[src/verilog/spi_cfg_pkg.sv]
// Frame widths, register vector types and sequencer states for the SPI config path
package spi_cfg_pkg;

    // Register address and value widths
    localparam int ADDR_W = 6;
    localparam int DATA_W = 32;

    // One SPI frame carries the address on top of the value
    localparam int FRAME_W = ADDR_W + DATA_W;

    // Register address as written by the host
    typedef logic [ADDR_W-1:0] cfg_addr_t;

    // Register value as written by the host
    typedef logic [DATA_W-1:0] cfg_data_t;

    // Packed frame, address in bits 37..32, value in bits 31..0
    typedef logic [FRAME_W-1:0] spi_frame_t;

    // Sequencer FSM
    typedef enum logic [1:0] {
        SEQ_IDLE  = 2'd0,
        SEQ_START = 2'd1,
        SEQ_SHIFT = 2'd2,
        SEQ_GAP   = 2'd3
    } seq_state_t;

endpackage

[src/verilog/cfg_frame_fifo.sv]
// Circular queue of packed configuration frames with full and empty flags
module cfg_frame_fifo
    import spi_cfg_pkg::*;
#(
    parameter int FIFO_DEPTH = 4
)(
    input  logic       host_clk,
    input  logic       host_rst,

    // Write side
    input  logic       wr,
    input  spi_frame_t wr_frame,

    // Read side
    input  logic       pop,
    output spi_frame_t head_frame,

    output logic       empty,
    output logic       full
);

    localparam int PTR_W = $clog2(FIFO_DEPTH);

    // Pointers carry one extra bit to tell full from empty
    logic [PTR_W:0] wr_ptr;
    logic [PTR_W:0] rd_ptr;

    spi_frame_t mem [FIFO_DEPTH];

    logic wr_en;

    assign wr_en = wr && !full;

    assign empty = (wr_ptr == rd_ptr);
    assign full  = (wr_ptr[PTR_W] != rd_ptr[PTR_W]) &&
                   (wr_ptr[PTR_W-1:0] == rd_ptr[PTR_W-1:0]);

    assign head_frame = mem[rd_ptr[PTR_W-1:0]];

    always_ff @(posedge host_clk or posedge host_rst) begin
        if (host_rst) begin
            wr_ptr <= '0;
        end
        else if (wr_en) begin
            wr_ptr <= wr_ptr + 1'b1;
        end
    end

    // Pop is only raised when the queue holds a frame
    always_ff @(posedge host_clk or posedge host_rst) begin
        if (host_rst) begin
            rd_ptr <= '0;
        end
        else if (pop) begin
            rd_ptr <= rd_ptr + 1'b1;
        end
    end

    always_ff @(posedge host_clk) begin
        if (wr_en) begin
            mem[wr_ptr[PTR_W-1:0]] <= wr_frame;
        end
    end

endmodule

[src/verilog/spi_cfg_sequencer.sv]
// FSM that pops frames, starts the serializer, waits for done and holds the chip-select gap
module spi_cfg_sequencer
    import spi_cfg_pkg::*;
#(
    parameter int CSN_GAP = 4
)(
    input  logic       host_clk,
    input  logic       host_rst,

    // Queue side
    input  logic       fifo_empty,
    input  spi_frame_t fifo_frame,
    output logic       fifo_pop,

    // Serializer side
    output logic       tx_start,
    output spi_frame_t tx_frame,
    input  logic       tx_done,

    output logic       busy
);

    localparam int GAP_W = $clog2(CSN_GAP + 1);

    seq_state_t state;

    logic [GAP_W-1:0] gap_cnt;

    assign fifo_pop = (state == SEQ_IDLE) && !fifo_empty;
    assign tx_start = (state == SEQ_START);
    assign busy     = (state != SEQ_IDLE);

    always_ff @(posedge host_clk or posedge host_rst) begin
        if (host_rst) begin
            state   <= SEQ_IDLE;
            gap_cnt <= '0;
        end
        else begin
            case (state)
                SEQ_IDLE: begin
                    if (!fifo_empty) begin
                        state <= SEQ_START;
                    end
                end
                SEQ_START: begin
                    state <= SEQ_SHIFT;
                end
                SEQ_SHIFT: begin
                    if (tx_done) begin
                        state   <= SEQ_GAP;
                        gap_cnt <= GAP_W'(CSN_GAP - 1);
                    end
                end
                SEQ_GAP: begin
                    // Chip select stays high for CSN_GAP cycles here
                    if (gap_cnt == '0) begin
                        state <= SEQ_IDLE;
                    end
                    else begin
                        gap_cnt <= gap_cnt - 1'b1;
                    end
                end
                default: begin
                    state <= SEQ_IDLE;
                end
            endcase
        end
    end

    // Head frame is captured on the pop
    always_ff @(posedge host_clk) begin
        if (fifo_pop) begin
            tx_frame <= fifo_frame;
        end
    end

endmodule

[src/verilog/spi_frame_tx.sv]
// SPI mode 0 serializer shifting one frame MSB first, SCLK at half of host_clk
module spi_frame_tx
    import spi_cfg_pkg::*;
(
    input  logic       host_clk,
    input  logic       host_rst,

    // Frame request
    input  logic       start,
    input  spi_frame_t frame,
    output logic       done,

    // SPI pins
    output logic       spi_clk,
    output logic       spi_csn,
    output logic       spi_mosi
);

    localparam int CNT_W = $clog2(FRAME_W);

    // Bits still waiting behind the one on MOSI
    spi_frame_t       shift_reg;
    logic [CNT_W-1:0] bit_cnt;

    logic in_flight;
    logic load;
    logic next_bit;

    assign in_flight = !spi_csn;
    assign load      = start && !in_flight;

    // End of a high phase moves on to the next bit
    assign next_bit  = in_flight && spi_clk && (bit_cnt != '0);

    always_ff @(posedge host_clk or posedge host_rst) begin
        if (host_rst) begin
            spi_csn  <= 1'b1;
            spi_clk  <= 1'b0;
            spi_mosi <= 1'b0;
            bit_cnt  <= '0;
            done     <= 1'b0;
        end
        else begin
            done <= 1'b0;
            if (load) begin
                spi_csn  <= 1'b0;
                spi_clk  <= 1'b0;
                spi_mosi <= frame[FRAME_W-1];
                bit_cnt  <= CNT_W'(FRAME_W - 1);
            end
            else if (in_flight) begin
                if (!spi_clk) begin
                    // Slave samples on this rising edge
                    spi_clk <= 1'b1;
                end
                else if (next_bit) begin
                    spi_clk  <= 1'b0;
                    spi_mosi <= shift_reg[FRAME_W-1];
                    bit_cnt  <= bit_cnt - 1'b1;
                end
                else begin
                    // Last high phase done, release the slave
                    spi_clk  <= 1'b0;
                    spi_csn  <= 1'b1;
                    spi_mosi <= 1'b0;
                    done     <= 1'b1;
                end
            end
        end
    end

    always_ff @(posedge host_clk) begin
        if (load) begin
            shift_reg <= frame << 1;
        end
        else if (next_bit) begin
            shift_reg <= shift_reg << 1;
        end
    end

endmodule

[src/verilog/spi_cfg_top.sv]
// Top level packing address and value into frames and wiring queue, sequencer and serializer
module spi_cfg_top
    import spi_cfg_pkg::*;
#(
    parameter int FIFO_DEPTH = 4,
    parameter int CSN_GAP    = 4
)(
    input  logic      host_clk,
    input  logic      host_rst,

    // Host write port
    input  logic      cfg_wr,
    input  cfg_addr_t cfg_addr,
    input  cfg_data_t cfg_data,
    output logic      cfg_full,
    output logic      cfg_busy,

    // SPI pins
    output logic      spi_clk,
    output logic      spi_csn,
    output logic      spi_mosi
);

    spi_frame_t wr_frame;
    spi_frame_t fifo_frame;
    spi_frame_t tx_frame;

    logic fifo_empty;
    logic fifo_pop;
    logic tx_start;
    logic tx_done;
    logic seq_busy;

    // Address goes out first
    assign wr_frame = {cfg_addr, cfg_data};

    assign cfg_busy = !fifo_empty || seq_busy;

    cfg_frame_fifo #(
        .FIFO_DEPTH (FIFO_DEPTH)
    ) cfg_frame_fifo_i (
        .host_clk   (host_clk),
        .host_rst   (host_rst),
        .wr         (cfg_wr),
        .wr_frame   (wr_frame),
        .pop        (fifo_pop),
        .head_frame (fifo_frame),
        .empty      (fifo_empty),
        .full       (cfg_full)
    );

    spi_cfg_sequencer #(
        .CSN_GAP (CSN_GAP)
    ) spi_cfg_sequencer_i (
        .host_clk   (host_clk),
        .host_rst   (host_rst),
        .fifo_empty (fifo_empty),
        .fifo_frame (fifo_frame),
        .fifo_pop   (fifo_pop),
        .tx_start   (tx_start),
        .tx_frame   (tx_frame),
        .tx_done    (tx_done),
        .busy       (seq_busy)
    );

    spi_frame_tx spi_frame_tx_i (
        .host_clk (host_clk),
        .host_rst (host_rst),
        .start    (tx_start),
        .frame    (tx_frame),
        .done     (tx_done),
        .spi_clk  (spi_clk),
        .spi_csn  (spi_csn),
        .spi_mosi (spi_mosi)
    );

endmodule

[config.mk]
export PLATFORM = sky130hd
export DESIGN_NAME = spi_cfg_top
export DESIGN_NICKNAME = d
export VERILOG_FILES = /design/src/verilog/spi_cfg_pkg.sv /design/src/verilog/cfg_frame_fifo.sv /design/src/verilog/spi_cfg_sequencer.sv /design/src/verilog/spi_frame_tx.sv /design/src/verilog/spi_cfg_top.sv
export SDC_FILE = /design/constraint.sdc
export NUM_CORES = 1
export LEC_CHECK = 0
export ABC_AREA = 1
export BUFFER_PORTS_ARGS = -buffer_cell sky130_fd_sc_hd__clkbuf_2
export CAP_MARGIN = 30
export CORE_UTILIZATION = 50
export DETAILED_ROUTE_END_ITERATION = 10
export GPL_ROUTABILITY_DRIVEN = 1
export PLACE_DENSITY = 0.68
export RECOVER_POWER = 100
export SYNTH_ARGS = -nofsm -noshare
export SYNTH_HDL_FRONTEND = slang
export SYNTH_SLANG_ARGS = --single-unit
[constraint.sdc]
create_clock -name host_clk -period 3.6 [get_ports host_clk]
set_input_delay 0 -clock host_clk [delete_from_list [all_inputs] [get_ports host_clk]]
set_output_delay 0 -clock host_clk [all_outputs]
set_load 0.005 [all_outputs]
# Word level (Yosys, flattened, before mapping)
# Memory sizes are Yosys's and may differ from the RTL's. A register that Yosys moved wholly into a read port is not among the register bits.
# Cells that the tools add are included.
dict set report word_totals {
  reg_bits 58
  ramBits 152
  mem_count 1
  out_inout_bits 5
}
# name words width read_ports rd_clocked_by_memory_dff wr line_no
set mem_list {}
lappend mem_list {cfg_frame_fifo_i.mem 4 38 1 1 1 cfg_frame_fifo.sv:28} ;# spi_frame_t mem [FIFO_DEPTH];
dict set report classes {
  eq_ne 11
  n_addsub 4
  n_mux 28
  reduce_logical 21
}
# cell count
set ops {}
lappend ops {{$mux 38} 2}
lappend ops {{$mux 6} 4}
lappend ops {{$mux 1} 15}
lappend ops {{$reduce_and 3->1} 3}
lappend ops {{$pmux 2 s4} 1}
lappend ops {{$reduce_bool 2->1} 4}
lappend ops {{$add 3x1->3 const B} 2}
lappend ops {{$logic_and 1x1->1} 6}
lappend ops {{$mux 2} 3}
lappend ops {{$mux 3} 2}
lappend ops {{$ne 2x2->1 const B} 3}
lappend ops {{$pmux 3 s2} 1}
lappend ops {{$reduce_bool 6->1} 1}
lappend ops {{$sub 6x1->6 const B} 1}
lappend ops {{$eq 2x2->1 const B} 2}
lappend ops {{$ne 2x1->1 const B} 2}
lappend ops {{$eq 3x3->1} 1}
lappend ops {{$logic_not 1->1} 3}
lappend ops {{$logic_not 3->1} 1}
lappend ops {{$sub 3x1->3 const B} 1}
lappend ops {{$eq 2x1->1 const B} 1}
lappend ops {{$eq 2x2->1} 1}
lappend ops {{$logic_not 2->1} 1}
lappend ops {{$reduce_and 2->1} 1}
lappend ops {{other kinds (2)} 2}

# Longest topological paths before layout
dict set report depth {
  word_depth 7
  depth_mapped 9
  mapped_depth_nobuf 9
}

# By module
# From an unflattened synthesis, not the netlist that was laid out.
dict set report hier_totals {
  hier_cells 743
  area_unflattened_um2 9694.3
}
# module area_per_inst_um2 seq_area_each_um2 n_inst cells_per_inst
set by_module_without_submodules {}
lappend by_module_without_submodules {cfg_frame_fifo 6028.3 4714.5 1 421}
lappend by_module_without_submodules {spi_frame_tx 2133.3 1362.6 1 228}
lappend by_module_without_submodules {spi_cfg_sequencer 1525.2 1266.2 1 92}
lappend by_module_without_submodules {spi_cfg_top 7.5 0.0 1 2}

# Worst setup path after synthesis
# No wires, ideal clock.
dict set report synth_path {
  path_type {reg-to-reg}
  start {register cfg_frame_fifo_i.rd_ptr[0]}
  end {memory cfg_frame_fifo_i.mem[3][0] (netlist bit), enable pin}
  path_stages_with_launch 7
  path_slack_ns 0.696
  arrival_ns 2.471
  synth_period_minus_slack_ns 2.904
  path_cell_list {dfrtp_1 buf_6 nand2_1 nand2_2 nand4_2 nand2_4 nor2_1}
}
dict set report synth_between {
  elab_chain_len 6
}
# item line_no
set synth_lines {}
lappend synth_lines {{start, declared} cfg_frame_fifo.sv:26} ;# logic [PTR_W:0] rd_ptr;
lappend synth_lines {{start signal, assigned} cfg_frame_fifo.sv:55} ;# rd_ptr <= rd_ptr + 1'b1;
lappend synth_lines {{$eq 2x2->1} cfg_frame_fifo.sv:36} ;# (wr_ptr[PTR_W-1:0] == rd_ptr[PTR_W-1:0]);
lappend synth_lines {{$logic_and 1x1->1} cfg_frame_fifo.sv:35} ;# assign full = (wr_ptr[PTR_W] != rd_ptr[PTR_W]) &&
lappend synth_lines {{$logic_not 1->1} cfg_frame_fifo.sv:32} ;# assign wr_en = wr && !full;
lappend synth_lines {{$logic_and 1x1->1} cfg_frame_fifo.sv:32}
lappend synth_lines {{$mux 1} cfg_frame_fifo.sv:60} ;# if (wr_en) begin
lappend synth_lines {{$mux 1 (implied by the code)} cfg_frame_fifo.sv:61} ;# mem[wr_ptr[PTR_W-1:0]] <= wr_frame;
lappend synth_lines {{end, declared} cfg_frame_fifo.sv:28}
# No other way between the ends.

# Worst setup path after layout
dict set report layout_path {
  start {register cfg_frame_fifo_i.rd_ptr[0]}
  end {memory cfg_frame_fifo_i.mem[0][12] (netlist bit), enable pin}
}
# Same word-level chain as after synthesis.

==> impl_metrics.yaml <==
setup_path:
  critPathCaptureType: "flip-flop"
  worstPathRequired_ns: 3.81
  cp-startpoint: "cfg_frame_fifo_i.rd_ptr[0]"
  cp_max_fo: 32
  r2r_end: "cfg_frame_fifo_i.mem[0][12]"
  arrival_ns: 3.04
  r2r_cells: 7
  regToRegSetupSlack_ns: 0.78
  r2r-start: "cfg_frame_fifo_i.rd_ptr[0]"
  path_class: "flip-flop to flip-flop"
  startpoint_type: "flip-flop"
cts:
  cts-root-buf: "clkbuf_16"
  cts_buffer_depth: 3
  htree_levels: 1
  postCtsSetupBuffers: 0
  ctsHoldBuffers: 40
  cts_resized: 0
  cts_sinks: 248
  worstSkewPairLatency_ns: 0.54
  clkTransAtPathRegs_ns: 0.06
  cts_tree: "built"
  cts_buffers: 26
power_and_ir_drop:
  powerDensity_nw_per_um2: 877
  total_power_mw: 9.87
  p_leak_nw: 4.16
  ir_drop_mv: 0.427
logic_synthesis:
  synthSimpleGateAreaFrac_pct: 11.2
  synthAdderAreaFrac_pct: 1.83
  synth_nets: 780
  ys_warn_count: 0
  synth_cell_types: 29
  ys_seq_area_share_pct: 76.5
  syn_area_per_cell_sq_um: 13.2
  syn_area_sq_um: 9600
  synth_top_family_by_area: "simple AND/OR/NAND/NOR gates"
  synth-compound-area-share_pct: 7.07
  ys_ff_latch: 248
  netlist_instances: 725
  synthMuxAreaShare_pct: 0
  synth_xor_area_share_pct: 0.456
die:
  die_w_microns: 141
  core_sq_um: 18800
  dieArea_sq_um: 19800
  dieHeight_microns: 141
  ios: 46
  rows: 50
  start_util_pct: 51.1
placement:
  port_buffers: 45
  dp_hpwl_mm: 10.4
  place_congestion: 0.845
sta:
  holdWs_ns: 0.166
  worst_pin_slew_ns: 1.45
  fmax_mhz: 354
  fin_setup_tns_ns: 0
  rsz0062_at_grt: "false"
  skew_ns: 0.0279
  finalHoldViolCount: 0
  slew_viol_final: 0
  fin_crit_ns: 2.82
  relSlewSlack_pct: 3.12
  setup_viol: 0
  min_period_over_period_pct: 78.4
detailed_routing:
  routed_wl_mm: 17.3
  ant_nets: 0
  vias: 5646
  routed_via_density: 5.27
  dr.first_iter.drc_count: 355
  dr.pass1.iters: 5
  drt-wirelength-per-cell_microns: 16.1
  drc: 0
grt:
  antenna_found_initial: 0
  grt_pass1_wl_mm: 28.1
  grt_overflow_total: 0
  grt_max_degree: 78
  grt_pass1_vias: 5533
  grtUsageTotal_pct: 18.3
final_layout:
  nNetsFinal: 874
  syn_to_final_growth_pct: 17.3
  diodes: 0
  largest_reg_flops: 152
  drive_above_1_share_pct: 8.00
flow_run:
  drv_cap: 0
hold_path:
  hold_path.class: "input port to async pin"
run_status:
  status: "finished, final reports clean"
-- cell type report --
type	instances	area, sq um
clock buffers	31	669
clock inverters	15	161
fillers	1436	7510
inverters	31	119
multi-input cells	413	2000
flip-flops and latches	248	7340
well taps	234	293
repair buffers	99	673
-- metrics by stage --
step | cell area, sq um | setup slack [ns] | util [%] | std cells
after CTS | 11300 | 1.17 | 60.3 | 1071
after floorplan | 9600 | 0.696 | - | 725
after detailed placement | 10100 | 1.18 | 53.8 | 985
after global routing | 11300 | 0.558 | 60.0 | 1071
after global placement | 10100 | 1.25 | 53.8 | 985
final | 11300 | 0.777 | 60.0 | 1071
-- worst max path at each step --
stage / end / slack [ns] / cells after the start
after floorplan: cfg_frame_fifo_i.mem[3][0] / 0.70 / 6
after global placement: cfg_frame_fifo_i.mem[3][24] / 1.25 / 7
after detailed placement: cfg_frame_fifo_i.mem[0][29] / 1.18 / 7
after CTS: cfg_frame_fifo_i.mem[0][12] / 1.17 / 7
after global routing: spi_cfg_sequencer_i.tx_frame[16] / 0.56 / 4
final: cfg_frame_fifo_i.mem[0][12] / 0.78 / 7
-- report_power, final --
part / total [mW] / leakage, nW / switching [mW] / internal [mW]
combinational: 2.50 / 1.38 / 1.75 / 0.753
sequential: 4.78 / 2.37 / 0.327 / 4.45
clock: 2.59 / 0.409 / 1.05 / 1.54
total: 9.87 / 4.16 / 3.12 / 6.75
-- per-layer routing --
layer,track usage [%],wire length (microns),part of all wire [%],vias up
li1,-,-,-,2755
met1,24.0,7580,44,2720
met2,30.8,8440,49,128
met3,2.97,798,4.6,43
met4,6.75,464,2.7,0
met5,0,0,0,-
-- kinds of logic (layout without fill, tap and decap cells) --
kind of cell / after synthesis / count (layout)
xor+xnor: 5 / 5
buf+inv: 64 / 176
flops: 248 / 248
compound gates: 125 / 125
fa+ha+maj: 14 / 14
simple gates: 269 / 269
-- synthesized netlist by cell type, drive strengths merged --
master	n	area share, %
nand4	5	0.39
o211ai	1	0.078
a21oi	4	0.21
nor2	91	3.6
edfxtp	227	71
nand3	15	0.78
inv	31	1.2
clkbuf	14	0.56
nand2	154	6.3
buf	19	1.1
or2	2	0.13
ha	14	1.8
o21ai	80	4.2
xnor2	3	0.27
xor2	2	0.18
o22ai	40	2.6
nor3	2	0.10
dfrtp	20	5.2
dfstp	1	0.27
-- critical path, stage by stage, from the launching register on --
cell,delay [ns]
dfrtp_1,1.01
inv_4,0.02
nand2_1,0.09
nand2_1,0.08
nand4_1,0.25
nand2_4,0.17
nor2_4,0.57
buf_4,0.32
-- cell usage in the layout, fill, tap and decap left out, types with 2 or more instances in the layout --
cell type,instances
dfrtp_1,20
o21ai_0,77
xor2_1,2
dlygate4sd3_1,40
o21ai_1,3
clkbuf_1,45
buf_4,11
a21oi_1,4
bufinv_16,3
o22ai_1,40
nand2_2,2
nand2_1,150
nand4_1,5
clkinv_1,5
clkinv_2,5
nor2_1,87
ha_1,14
edfxtp_1,227
clkbuf_16,26
nor2_4,4
nor3_1,2
inv_1,29
or2_2,2
nand3_1,15
xnor2_1,3
clkbuf_2,8
nand2_4,2
Note: power is estimated with default switching activity, not from simulation.
